### src/design/cache_cfg_pkg.sv
`default_nettype none

package cache_cfg_pkg;

    // address split: tag | index | offset
    localparam int TAG_W    = 20;
    localparam int INDEX_W  = 8;
    localparam int OFFSET_W = 4;
    localparam int ADDR_W   = TAG_W + INDEX_W + OFFSET_W;   // full byte address

    // geometry
    localparam int SETS  = 1 << INDEX_W;   // 256 sets
    localparam int WAYS  = 2;
    localparam int WORDS = 4;              // words per line

    // word and line sizes
    localparam int WORD_W = 32;
    localparam int STRB_W = WORD_W / 8;    // one strobe per byte
    localparam int LINE_W = WORDS * WORD_W;

    // the offset splits into a word select and a byte offset
    localparam int WORD_SEL_W = $clog2(WORDS);
    localparam int BYTE_OFF_W = OFFSET_W - WORD_SEL_W;

endpackage

`default_nettype wire

### src/design/cache_bus_pkg.sv
`default_nettype none

package cache_bus_pkg;
    import cache_cfg_pkg::*;

    typedef enum logic {
        OP_READ  = 1'b0,
        OP_WRITE = 1'b1
    } cache_op_e;

    // main controller states
    typedef enum logic [2:0] {
        ST_IDLE,
        ST_LOOKUP,
        ST_MISS,       // dirty victim going out
        ST_REPLACE,    // line read requested
        ST_REFILL      // collecting return beats
    } cache_state_e;

    // one cpu request as accepted on addr_ok
    typedef struct packed {
        cache_op_e             op;
        logic [TAG_W-1:0]      tag;
        logic [INDEX_W-1:0]    index;
        logic [OFFSET_W-1:0]   offset;
        logic [STRB_W-1:0]     wstrb;
        logic [WORD_W-1:0]     wdata;
    } cpu_req_t;

    // what a way returns one cycle after the index
    typedef struct packed {
        logic                  valid;
        logic                  dirty;
        logic [TAG_W-1:0]      tag;
        logic [LINE_W-1:0]     line;   // word 0 in the low bits
    } way_rd_t;

    // write command into a way
    typedef struct packed {
        logic [WORDS-1:0]      word_we;
        logic [STRB_W-1:0]     word_wstrb;
        logic [WORD_W-1:0]     wdata;
        logic                  line_tag_we;   // new tag, set valid
        logic [TAG_W-1:0]      new_tag;
        logic                  set_dirty;
        logic                  clr_dirty;
    } way_wr_t;

endpackage

`default_nettype wire

### src/design/cache_ctrl.sv
`timescale 1ns/1ps
`default_nettype none

module cache_ctrl
    import cache_cfg_pkg::*, cache_bus_pkg::*;
(
    input  wire                 clk,
    input  wire                 resetn,
    input  wire                 valid,
    input  wire cpu_req_t       req,
    input  wire way_rd_t        way0,
    input  wire way_rd_t        way1,
    input  wire                 rd_rdy,
    input  wire                 ret_valid,
    input  wire                 ret_last,
    input  wire [WORD_W-1:0]    ret_data,
    input  wire                 wr_rdy,
    output logic                addr_ok,
    output logic                data_ok,
    output logic [WORD_W-1:0]   rdata,
    output logic [INDEX_W-1:0]  way_index,
    output way_wr_t             way0_wr,
    output way_wr_t             way1_wr,
    output logic                rd_req,
    output logic [ADDR_W-1:0]   rd_addr,
    output logic                wr_req,
    output logic [ADDR_W-1:0]   wr_addr,
    output logic [LINE_W-1:0]   wr_data
);

    cache_state_e          state;
    cache_state_e          state_nxt;
    cpu_req_t              req_q;
    logic [SETS-1:0]       lru;        // per set, next way to evict
    logic [WAYS-1:0]       hit_vec;
    logic                  hit;
    logic [WORD_SEL_W-1:0] word_sel;
    logic [WORD_SEL_W-1:0] beat_cnt;
    logic [LINE_W-1:0]     hit_line;
    logic [WORD_W-1:0]     hit_word;
    logic                  victim;
    way_rd_t               victim_rd;
    logic                  victim_q;
    logic [TAG_W-1:0]      victim_tag_q;
    logic [LINE_W-1:0]     victim_line_q;
    logic [WORD_W-1:0]     rword_q;    // requested word seen during refill
    logic                  refill_beat;
    logic                  refill_done;
    way_wr_t               wr_cmd;
    logic                  wr_way;

    function automatic logic [WORD_W-1:0] merge_bytes(
        input logic [WORD_W-1:0] old_word,
        input logic [WORD_W-1:0] new_word,
        input logic [STRB_W-1:0] strb
    );
        logic [WORD_W-1:0] res;
        res = old_word;
        for (int b = 0; b < STRB_W; b++) begin
            if (strb[b]) begin
                res[b*8 +: 8] = new_word[b*8 +: 8];
            end
        end
        return res;
    endfunction

    assign word_sel   = req_q.offset[OFFSET_W-1:BYTE_OFF_W];
    assign hit_vec[0] = way0.valid && (way0.tag == req_q.tag);
    assign hit_vec[1] = way1.valid && (way1.tag == req_q.tag);
    assign hit        = |hit_vec;
    assign hit_line   = hit_vec[1] ? way1.line : way0.line;
    assign hit_word   = hit_line[word_sel*WORD_W +: WORD_W];

    // empty way first, otherwise lru
    always_comb begin
        if (!way0.valid) begin
            victim = 1'b0;
        end else if (!way1.valid) begin
            victim = 1'b1;
        end else begin
            victim = lru[req_q.index];
        end
    end
    assign victim_rd = victim ? way1 : way0;

    assign refill_beat = (state == ST_REFILL) && ret_valid;
    assign refill_done = refill_beat && ret_last;

    always_comb begin
        state_nxt = state;
        case (state)
            ST_IDLE: begin
                if (valid) begin
                    state_nxt = ST_LOOKUP;
                end
            end
            ST_LOOKUP: begin
                if (hit) begin
                    state_nxt = ST_IDLE;
                end else if (victim_rd.valid && victim_rd.dirty) begin
                    state_nxt = ST_MISS;
                end else begin
                    state_nxt = ST_REPLACE;
                end
            end
            ST_MISS:    if (wr_rdy) state_nxt = ST_REPLACE;
            ST_REPLACE: if (rd_rdy) state_nxt = ST_REFILL;
            ST_REFILL:  if (refill_done) state_nxt = ST_IDLE;
            default:    state_nxt = ST_IDLE;
        endcase
    end

    always_ff @(posedge clk) begin
        if (!resetn) begin
            state    <= ST_IDLE;
            beat_cnt <= '0;
            lru      <= '0;
        end else begin
            state <= state_nxt;
            if (refill_beat) begin
                beat_cnt <= ret_last ? '0 : beat_cnt + 1'b1;
            end
            if (state == ST_LOOKUP && hit) begin
                lru[req_q.index] <= ~hit_vec[1];   // other way goes next
            end else if (refill_done) begin
                lru[req_q.index] <= ~victim_q;
            end
        end
    end

    always_ff @(posedge clk) begin
        if (state == ST_IDLE && valid) begin
            req_q <= req;
        end
        if (state == ST_LOOKUP) begin
            victim_q      <= victim;
            victim_tag_q  <= victim_rd.tag;
            victim_line_q <= victim_rd.line;
        end
        if (refill_beat && beat_cnt == word_sel) begin
            rword_q <= ret_data;
        end
    end

    // write hit in lookup, or one refill beat
    always_comb begin
        wr_cmd = '0;
        wr_way = victim_q;
        if (state == ST_LOOKUP && hit && req_q.op == OP_WRITE) begin
            wr_way                   = hit_vec[1];
            wr_cmd.word_we[word_sel] = 1'b1;
            wr_cmd.word_wstrb        = req_q.wstrb;
            wr_cmd.wdata             = req_q.wdata;
            wr_cmd.set_dirty         = 1'b1;
        end else if (refill_beat) begin
            wr_cmd.word_we[beat_cnt] = 1'b1;
            wr_cmd.word_wstrb        = '1;
            if (req_q.op == OP_WRITE && beat_cnt == word_sel) begin
                wr_cmd.wdata = merge_bytes(ret_data, req_q.wdata, req_q.wstrb);
            end else begin
                wr_cmd.wdata = ret_data;
            end
            wr_cmd.line_tag_we = ret_last;
            wr_cmd.new_tag     = req_q.tag;
            wr_cmd.set_dirty   = ret_last && (req_q.op == OP_WRITE);
            wr_cmd.clr_dirty   = ret_last && (req_q.op == OP_READ);
        end
    end

    always_comb begin
        way0_wr = wr_cmd;
        way1_wr = wr_cmd;
        if (wr_way) begin
            way0_wr = '0;
        end else begin
            way1_wr = '0;
        end
    end

    assign addr_ok   = (state == ST_IDLE);
    assign data_ok   = (state == ST_LOOKUP && hit) || refill_done;
    assign way_index = (state == ST_IDLE) ? req.index : req_q.index;

    // last beat may itself carry the requested word
    assign rdata = (state != ST_REFILL) ? hit_word :
                   (beat_cnt == word_sel) ? ret_data : rword_q;

    assign rd_req  = (state == ST_REPLACE);
    assign rd_addr = {req_q.tag, req_q.index, {OFFSET_W{1'b0}}};
    assign wr_req  = (state == ST_MISS);
    assign wr_addr = {victim_tag_q, req_q.index, {OFFSET_W{1'b0}}};
    assign wr_data = victim_line_q;

endmodule

`default_nettype wire

### config.mk
export PLATFORM = sky130hd
export DESIGN_NAME = cache_ctrl
export DESIGN_NICKNAME = d
export VERILOG_FILES = /design/src/design/cache_cfg_pkg.sv /design/src/design/cache_bus_pkg.sv /design/src/design/cache_ctrl.sv
export SDC_FILE = /design/constraint.sdc
export NUM_CORES = 1
export LEC_CHECK = 0
export BUFFER_PORTS_ARGS = -buffer_cell sky130_fd_sc_hd__clkbuf_2
export CORE_AREA = 2 2 296 298
export CTS_BUF_LIST = sky130_fd_sc_hd__clkbuf_16
export CTS_CLUSTER_SIZE = 40
export DETAILED_ROUTE_END_ITERATION = 16
export DIE_AREA = 0 0 298 300
export PLACE_DENSITY = 0.59
export SYNTH_ARGS = -nofsm -noshare
export SYNTH_HDL_FRONTEND = slang
export SYNTH_SLANG_ARGS = --single-unit
### constraint.sdc
create_clock -name clk -period 15.2 [get_ports clk]
set_input_delay 1.52 -clock clk [delete_from_list [all_inputs] [get_ports clk]]
set_output_delay 1.52 -clock clk [all_outputs]
set_load 0.1 [all_outputs]
Yosys cells after proc, flatten, opt, wreduce, memory -nomap -nowiden --
Cells that the tools add are included.
Storage, ports and cells: flip-flop bits (word level) 511, input port bits 408
Operators by class: $add $sub $neg 1, magnitude comparators 6, eq/ne operators 12, shift operators 1, mux-type cells 40, bitwise operators 3, reduce and logical (&&, ||, !) cells 20
Operator list (number):
- bitwise mux 256 bit | 2
- two-way mux 256 bit | 2
- two-way mux 63 bit | 3
- two-way mux 150 bit | 1
- two-way mux 128 bit | 1
- variable part select 128 x 8 -> 32 bit | 1
- two-way mux 32 bit | 3
- equality test 20 bit | 2
- two-way mux 40 bit | 1
- two-way mux 8 bit | 5
- two-way mux 21 bit | 1
- logical AND 1 bit | 15
- one-hot mux 3 bit (5 select lines) | 1
- two-way mux 3 bit | 4
- two-way mux 1 bit | 10
- less-than comparator 8 x 9 -> 1 bit (second input constant) | 1
- binary-select mux 1 bit (select 8 bit) | 1
- demux 1 bit (select 8 bit) | 1
- greater-or-equal comparator 8 x 1 -> 1 bit (second input constant) | 1
- != test 2 bit (second input constant) | 4
- equality test 3 x 2 -> 1 bit (second input constant) | 2
- less-than comparator 2 x 3 -> 1 bit (second input constant) | 2
- demux 1 bit (select 2 bit) | 2
- greater-or-equal comparator 2 x 1 -> 1 bit (second input constant) | 2
- 12 further kinds | 15

Logic depth before layout (Yosys ltp) --
Gate-level depths: netlist of the first run.
depth after elaboration 9, mapped depth 14, mapped depth without buffers 8

Worst setup path before layout of the first run --
No wires, ideal clock.
path type register -> output, start register state[0], end output way0_wr[25] (netlist bit), arrival time 6.273 ns, data required time 13.680 ns, setup slack 7.407 ns, cell stages (with the launch flop) 10, cell sequence dfxtp_1 -> clkbuf_1 -> nand2_1 -> inv_1 -> nand2_1 -> o21ai_0 -> o21a_1 -> o21ai_1 -> clkbuf_1 -> nor2_1
RTL lines:
- start: declaration | line cache_ctrl.sv:31 | cache_state_e state;
- start signal: assignment | line cache_ctrl.sv:119 | state <= state_nxt;
- end: declaration | line cache_ctrl.sv:22 | output way_wr_t way0_wr,

==> results.rst, run 1 <==
.. list-table::
   :header-rows: 1

   * - Metric
     - Value
   * - 1st-pass router iterations
     - 7
   * - Placer congestion estimate
     - between 1 and 1.5
   * - Post_cts resized
     - 0
   * - Maximum clock frequency
     - ~0.15 GHz
   * - Hold_buf cts
     - 0
   * - Largest voltage drop on the vdd net
     - 0.000155 V
   * - Seq cells post-synth
     - ~510
   * - Overall die height
     - about 300 µm
   * - Area of combinational cells with multiple inputs
     - 12600 µm²
   * - Synth top area cells
     - sky130_fd_sc_hd__edfxtp_1 (28%), sky130_fd_sc_hd__dfxtp_1 (20%), sky130_fd_sc_hd__mux4_2 (10%)
   * - Ys Warns
     - 0
   * - Core outline area
     - 86200 µm²
   * - Psw
     - 0.00285 W
   * - Logic pwr share
     - 41.6%
   * - Cells after Synth
     - 2367
   * - Remaining antenna violation count
     - 0
   * - Sequential cell area fraction in the yosys report
     - 47.6%
   * - Synth Cell Area
     - 26600 µm²
   * - Outcome
     - finished clean
   * - CTS clock-pin slew for the worst setup and hold paths
     - 60 ps
   * - Endpoint of the worst register-to-register path
     - wr_data[81]
   * - Final total power
     - 0.00579 W
   * - CTS H-Tree Depth
     - 2
   * - Syn Area/Cell
     - ~11 µm²
   * - RSZ-0062 raised after global routing
     - false
   * - Net total in the final layout
     - 3378
   * - Hold depth
     - 2
   * - Hold Path Class
     - reg -> reg
   * - Largest driver fanout on the critical path
     - 31
   * - X dimension of the die
     - 298 µm
   * - Hold Path Origin
     - lru[15]
   * - Count of input and output buffers
     - 759
   * - Share of total power in sequential cells
     - 31.3%
   * - Number of CTS-inserted buffers
     - 60
   * - Post-synth ARST share
     - 0%
   * - Routed wire length
     - roughly 130000 µm
   * - Drt wl/cell
     - 32.0 µm
   * - Fillers
     - 8638
   * - Via count
     - 23300
   * - Worst reg-to-reg setup slack
     - 8590 ps
   * - Number of global-route vias before repair
     - 21500
   * - Pin count of the biggest net entering global routing
     - 102
   * - Crit path kind
     - in -> out
   * - Clk sink count
     - 509
   * - Hold worst-path end
     - lru[15]
   * - Effective utilization at floorplan
     - approximately 31%
   * - Final setup TNS
     - 0 ps
   * - Min setup slack post-route
     - 8430 ps
   * - Data arrival at the endpoint of the critical path
     - between 5000 and 6000 ps
   * - Final Slew Violations
     - 0
   * - Initial antenna violation count
     - 39
   * - Cell taking the most area after synthesis
     - sky130_fd_sc_hd__edfxtp_1
   * - First-pass GRT wire length
     - roughly 180000 µm
   * - Cell row count
     - 108
   * - Global Route Usage Sum
     - 28.7%
   * - Max-capacitance violation count
     - 0
   * - Post-synth top flop
     - sky130_fd_sc_hd__dfxtp_1
   * - Worst setup slack before clock tree synthesis
     - roughly 8300 ps
   * - Overall overflow remaining after global route
     - 0
   * - Vias per Instance
     - between 5 and 6
   * - DIE AREA
     - approximately 89000 µm²
   * - PwrDens
     - 174 nW/µm²
   * - Worst-skew pair later-pin latency
     - 670 ps
   * - Post-CTS Setup Inserts
     - 0
   * - Worst-case hold slack
     - 458 ps
   * - Reg-to-reg critical path startpoint
     - rd_addr[4]
   * - Longest Clk Path Bufs
     - 3
   * - Utilization after layout
     - 38.5%
   * - Clock power frac
     - between 20% and 30%
   * - Worst slew margin relative to its limit
     - roughly 19%
   * - Final worst clock skew
     - 36.9 ps
   * - Ratio of cells with drive above 1 in the final layout
     - 36.5%
   * - Clock root buffer master
     - sky130_fd_sc_hd__clkbuf_16
   * - Number of cells on the worst reg-to-reg path
     - 11
   * - Element type at the critical path start
     - primary input
   * - Detail Placement HPWL
     - between 100000 and 150000 µm
   * - Storage cell area
     - 12700 µm²
   * - Hold Violations, Final
     - 0
   * - Static Leakage
     - 13.1 nW
   * - Number of ports placed on the die boundary
     - 770
   * - Syn-to-layout area delta
     - 24.6%
   * - Remaining DRCs
     - 0
   * - WP data required
     - 13680 ps
   * - Tightest Pin Transition
     - between 1000 and 1500 ps
   * - Cell-internal power
     - 0.00294 W
   * - Final critical-path share of the clock period
     - 44.6%
   * - Final setup violation count
     - 0
   * - 1st-iter DRT viols
     - 2560
   * - Switching part of the total
     - 49.3%
   * - Number of enable-type register cells in the synthesized netlist
     - 248
   * - Category of the worst setup path capture point
     - output port
   * - Yosys cell types
     - 60
   * - CTS tree
     - done
   * - Shortest clock period the worst path allows after layout
     - 6770 ps
   * - Area share of the largest cell type after synthesis
     - 28.0%
[worst max-delay path by stage]
stage | startpoint | end | slack (ps) | cells past startpoint
after floorplan | state[0] | way0_wr[25] | 7410 | 9
after global placement | way1[135] | way1_wr[25] | 8340 | 12
after detailed placement | way1[135] | way1_wr[25] | 8340 | 12
after CTS | way1[135] | way1_wr[25] | 8340 | 12
after global routing | way1[135] | way1_wr[25] | 8190 | 12
final | way1[135] | way1_wr[25] | 8430 | 12
[cell usage after synthesis (5+ instances only)]
master                     number
sky130_fd_sc_hd__o31ai_1      129
sky130_fd_sc_hd__buf_4         47
sky130_fd_sc_hd__dfxtp_1      261
sky130_fd_sc_hd__o21ai_1        7
sky130_fd_sc_hd__and2_1        36
sky130_fd_sc_hd__inv_1         10
sky130_fd_sc_hd__o21ai_0       91
sky130_fd_sc_hd__nand4_1       22
sky130_fd_sc_hd__mux4_2       121
sky130_fd_sc_hd__buf_2         12
sky130_fd_sc_hd__nand3_1       16
sky130_fd_sc_hd__buf_6          7
sky130_fd_sc_hd__nor3b_1        5
sky130_fd_sc_hd__nand2_1      196
sky130_fd_sc_hd__a211oi_1      33
sky130_fd_sc_hd__or3_1         80
sky130_fd_sc_hd__o211ai_1     136
sky130_fd_sc_hd__clkbuf_1     197
sky130_fd_sc_hd__buf_1         10
sky130_fd_sc_hd__a22oi_1       16
sky130_fd_sc_hd__buf_8         10
sky130_fd_sc_hd__nor3_1        13
sky130_fd_sc_hd__edfxtp_1     248
sky130_fd_sc_hd__nand2b_1       7
sky130_fd_sc_hd__mux2i_1       97
sky130_fd_sc_hd__nor4_1         8
sky130_fd_sc_hd__a31oi_1       33
sky130_fd_sc_hd__or2_2          5
sky130_fd_sc_hd__a21oi_1      100
sky130_fd_sc_hd__nor2b_1       13
sky130_fd_sc_hd__and3_1        52
sky130_fd_sc_hd__xor2_1         7
sky130_fd_sc_hd__xnor2_1       35
sky130_fd_sc_hd__mux2_2        46
sky130_fd_sc_hd__mux2_1       109
sky130_fd_sc_hd__nor2_1       106
[logic make-up (layout without fill, tap and decap cells)]
group	after synthesis	in the layout	share of synthesized area, %
AOI/OAI and AO/OA	576	576	14.4
and+or+nand+nor	568	568	10.4
DFF	509	509	47.6
muxes	373	373	20.4
buffers and inverters	294	938	5.55
xor gates and xnor gates	42	42	1.38
adders and majority gates	4	4	0.188
other	1	35	0.0141
[sequential cells by signal (all words and copies together), names as in the netlist]
register,flops
wr_data,128
beat_cnt,2
rd_addr,28
state,3
req_q,39
victim_tag_q,20
rword_q,32
lru,256
victim_q,1
[stage by stage]
| step | std cells | cell area [µm²] |
|---|---|---|
| 6_report | 4200 | 33200 |
| 5_1_grt | 4193 | 33200 |
| 4_1_cts | 4173 | 33100 |
| 3_5_place_dp | 4059 | 31000 |
| 3_3_place_gp | 4059 | 31000 |
| 2_1_floorplan | 2374 | 26600 |
[critical path: stages]
cell and delay, ps:
sky130_fd_sc_hd__clkbuf_2 110, sky130_fd_sc_hd__xor2_1 200, sky130_fd_sc_hd__or2_2 150, sky130_fd_sc_hd__nor3b_1 40, sky130_fd_sc_hd__nand4_1 90, sky130_fd_sc_hd__buf_4 560, sky130_fd_sc_hd__a21oi_1 150, sky130_fd_sc_hd__buf_4 220
sky130_fd_sc_hd__o21ai_2 800, sky130_fd_sc_hd__mux2i_1 410, sky130_fd_sc_hd__nor2_1 420, sky130_fd_sc_hd__clkbuf_2 550
[layout make-up]
class | instances | area share, %
sequential | 509 | 38.2
multi-input combinational | 1571 | 38.0
timing repair buffer | 814 | 12.7
clock buffer | 60 | 4.53
tap | 1155 | 4.36
clock inverter | 54 | 1.90
antenna | 27 | 0.204
inverter | 10 | 0.132
[per-layer routing]
metal	GRT usage [%]	routed length, µm
met4	11.1	5470
met5	0	97
met1	37.0	54200
met3	17.7	21400
met2	38.4	53200
[power by group through the flow]
stage               logic [W]  clock network [W]  registers, W
detailed placement    0.00239                  0       0.00183
floorplan             0.00102                  0       0.00258
global route          0.00248            0.00164       0.00182
CTS                   0.00239            0.00160       0.00181
finish                0.00241            0.00157       0.00181
global placement      0.00239                  0       0.00183
[cell usage in the layout (no fill, tap or decap), types with 12 or more instances in the layout]
cell	count
sky130_fd_sc_hd__mux2_2	46
sky130_fd_sc_hd__and2_1	36
sky130_fd_sc_hd__o21ai_0	87
sky130_fd_sc_hd__diode_2	27
sky130_fd_sc_hd__nand3_1	16
sky130_fd_sc_hd__xnor2_1	35
sky130_fd_sc_hd__a21oi_1	100
sky130_fd_sc_hd__dfxtp_1	261
sky130_fd_sc_hd__clkbuf_16	60
sky130_fd_sc_hd__mux4_2	121
sky130_fd_sc_hd__a31oi_1	33
sky130_fd_sc_hd__o31ai_1	129
sky130_fd_sc_hd__a22oi_1	16
sky130_fd_sc_hd__mux2_1	109
sky130_fd_sc_hd__nor2_1	105
sky130_fd_sc_hd__mux2i_1	97
sky130_fd_sc_hd__inv_1	15
sky130_fd_sc_hd__a211oi_1	33
sky130_fd_sc_hd__o211ai_1	136
sky130_fd_sc_hd__nand2_1	196
sky130_fd_sc_hd__or3_1	80
sky130_fd_sc_hd__clkbuf_2	758
sky130_fd_sc_hd__nand4_1	22
sky130_fd_sc_hd__edfxtp_1	248
sky130_fd_sc_hd__nor3_1	12
sky130_fd_sc_hd__and3_1	52
sky130_fd_sc_hd__nor2b_1	13
sky130_fd_sc_hd__buf_4	56
Note: power is estimated with default switching activity, not from simulation.
==> run 2: changes to the inputs <==
==> constraint.sdc (replaced) <==
create_clock -name clk -period 6.9 [get_ports clk]
set_input_delay 0.69 -clock clk [delete_from_list [all_inputs] [get_ports clk]]
set_output_delay 0.69 -clock clk [all_outputs]
set_load 0.1 [all_outputs]
==> results.rst, run 2 (synthesis results as in run 1) <==
.. list-table::
   :header-rows: 1

   * - Metric
     - Value
   * - Via count
     - 23500 (+0.79%)
   * - Final setup TNS
     - 0 ps (unchanged)
   * - Remaining antenna violation count
     - 0 (unchanged)
   * - Worst slew margin relative to its limit
     - 14.9% (-4.5 points)
   * - Count of input and output buffers
     - 759 (unchanged)
   * - Worst setup slack before clock tree synthesis
     - 1890 ps (-6460 ps)
   * - Routed wire length
     - 134000 µm (about the same)
   * - Final Slew Violations
     - 0 (unchanged)
   * - Net total in the final layout
     - 3377 (-0.030%)
   * - Crit path kind
     - reg -> out
   * - Number of CTS-inserted buffers
     - 60 (unchanged)
   * - Max-capacitance violation count
     - 0 (unchanged)
   * - Longest Clk Path Bufs
     - 3 (unchanged)
   * - Hold_buf cts
     - 0 (unchanged)
   * - Worst-skew pair later-pin latency
     - 660 ps (about the same)
   * - Category of the worst setup path capture point
     - output port
   * - 1st-iter DRT viols
     - 2808 (+9.7%)
   * - Ratio of cells with drive above 1 in the final layout
     - 36.3% (-0.27 points)
   * - Switching part of the total
     - 49.8% (+0.56 points)
   * - First-pass GRT wire length
     - 180000 µm (-0.12%)
   * - Largest voltage drop on the vdd net
     - 0.000361 V (+130%)
   * - Detail Placement HPWL
     - 102000 µm (-0.34%)
   * - Shortest clock period the worst path allows after layout
     - around 5600 ps
   * - Cell row count
     - 108 (unchanged)
   * - Core outline area
     - 86200 µm² (unchanged)
   * - Hold Violations, Final
     - 0 (unchanged)
   * - Maximum clock frequency
     - 0.178 GHz
   * - Worst-case hold slack
     - 201 ps (-258 ps)
   * - Pin count of the biggest net entering global routing
     - 100 (-2.0%)
   * - X dimension of the die
     - 298 µm (unchanged)
   * - Commonest cells after routing, fill and taps aside
     - sky130_fd_sc_hd__clkbuf_2 (758), sky130_fd_sc_hd__dfxtp_1 (261), sky130_fd_sc_hd__edfxtp_1 (248)
   * - Psw
     - 0.00626 W (+120%)
   * - Placement Cell Area
     - 31000 µm² (+0.20%)
   * - 1st-pass router iterations
     - 8 (+1)
   * - Largest Register
     - lru
   * - Number of global-route vias before repair
     - 21500 (+0.12%)
   * - Hold Path Class
     - in -> reg
   * - Syn-to-layout area delta
     - 24.2%
   * - Global Route Usage Sum
     - 28.7% (about the same)
   * - Largest driver fanout on the critical path
     - 41 (+32%)
   * - Overall overflow remaining after global route
     - 0 (unchanged)
   * - Remaining DRCs
     - 0 (unchanged)
   * - Drt wl/cell
     - 31.9 µm (-0.15%)
   * - Initial antenna violation count
     - 41 (+5.1%)
   * - Overall die height
     - 300 µm (unchanged)
   * - WP data required
     - 6210 ps (-7470 ps)
   * - Clock power frac
     - 25.5% (-1.6 points)
   * - Static Leakage
     - 13.2 nW (+0.24%)
   * - Post_cts resized
     - 0 (unchanged)
   * - Placer congestion estimate
     - 1.03 (+3.4%)
   * - Data arrival at the endpoint of the critical path
     - 4930 ps (-320 ps)
   * - Share of total power in sequential cells
     - 32.3% (+1.0 points)
   * - Effective utilization at floorplan
     - 30.9% (unchanged)
   * - Vias per Instance
     - 5.59 (+0.70%)
   * - Final critical-path share of the clock period
     - 81.4%
   * - Post-CTS Setup Inserts
     - 0 (unchanged)
   * - RSZ-0062 raised after global routing
     - false
   * - Min setup slack post-route
     - 1280 ps (-7140 ps)
   * - Utilization after layout
     - 38.3% (-0.14 points)
   * - CTS clock-pin slew for the worst setup and hold paths
     - 60 ps (about the same)
   * - CTS H-Tree Depth
     - 2 (unchanged)
   * - Element type at the critical path start
     - flip-flop
   * - Clk sink count
     - 509 (unchanged)
   * - Number of flip-flops in the largest register
     - 256 (unchanged)
   * - Final Instance Area
     - 33100 µm² (-0.35%)
   * - Logic pwr share
     - 42.2% (+0.6 points)
   * - Number of ports placed on the die boundary
     - 770 (unchanged)
   * - Final worst clock skew
     - 38.8 ps (+1.90 ps)
   * - Final setup violation count
     - 0 (unchanged)
   * - Cell-internal power
     - 0.00630 W (+110%)
   * - Tightest Pin Transition
     - 1270 ps (+67.0 ps)
   * - Outcome
     - finished clean
   * - PwrDens
     - 380 nW/µm² (+120%)
   * - DIE AREA
     - 89400 µm² (unchanged)
   * - Clock root buffer master
     - sky130_fd_sc_hd__clkbuf_16
   * - Most common cell after layout, fill and taps aside
     - sky130_fd_sc_hd__clkbuf_2
   * - CTS tree
     - done
==> run 2: worst paths after layout <==
path	endpoint	startpoint	slack, ps	depth (start not counted)
max	way1_wr[52]	state[1]	1280	8
min	req_q[9]	req[9]	200	1
max reg2reg	wr_data[88]	rd_addr[7]	2200	10
min reg2reg	lru[70]	lru[70]	460	2
==> run 2: through the flow <==
stage / instances / total power [W]
3_5_place_dp: 4058 / 0.00933
2_1_floorplan: 2374 / 0.00791
3_3_place_gp: 4058 / 0.00935
5_1_grt: 4198 / 0.0129
6_report: 4204 / 0.0126
4_1_cts: 4171 / 0.0125
==> run 2: final cells by class <==
class / instances / area, µm²
fill: 8640 / 53200
sequential: 509 / 12700
multi-input combinational: 1571 / 12600
timing repair buffer: 813 / 4280
clock buffer: 63 / 1580
tap: 1155 / 1450
clock inverter: 50 / 362
antenna: 33 / 82.6
inverter: 10 / 41.3
==> run 2: metal layers <==
layer / share of wire, % / GRT usage, %
met5: 0.042 / 0
met1: 41 / 38.1
met2: 40 / 37.9
met4: 4.1 / 11.7
met3: 15 / 16.2
==> run 2: worst max-delay path: stages (launching register included) <==
cell,delay (ps)
sky130_fd_sc_hd__dfxtp_1,520
sky130_fd_sc_hd__nor2_1,70
sky130_fd_sc_hd__nand2_1,270
sky130_fd_sc_hd__clkinvlp_4,760
sky130_fd_sc_hd__nand2_1,440
sky130_fd_sc_hd__a21oi_2,190
sky130_fd_sc_hd__o21ai_4,950
sky130_fd_sc_hd__nor2_1,530
sky130_fd_sc_hd__clkbuf_2,500
==> run 2: power by group through the flow <==
stage	sequential [W]	clock (W)	combinational, W
after global placement	0.00409	0	0.00526
after detailed placement	0.00408	0	0.00525
after global routing	0.00408	0.00336	0.00545
after CTS	0.00403	0.00325	0.00526
final	0.00406	0.00320	0.00530
after floorplan	0.00567	0	0.00224
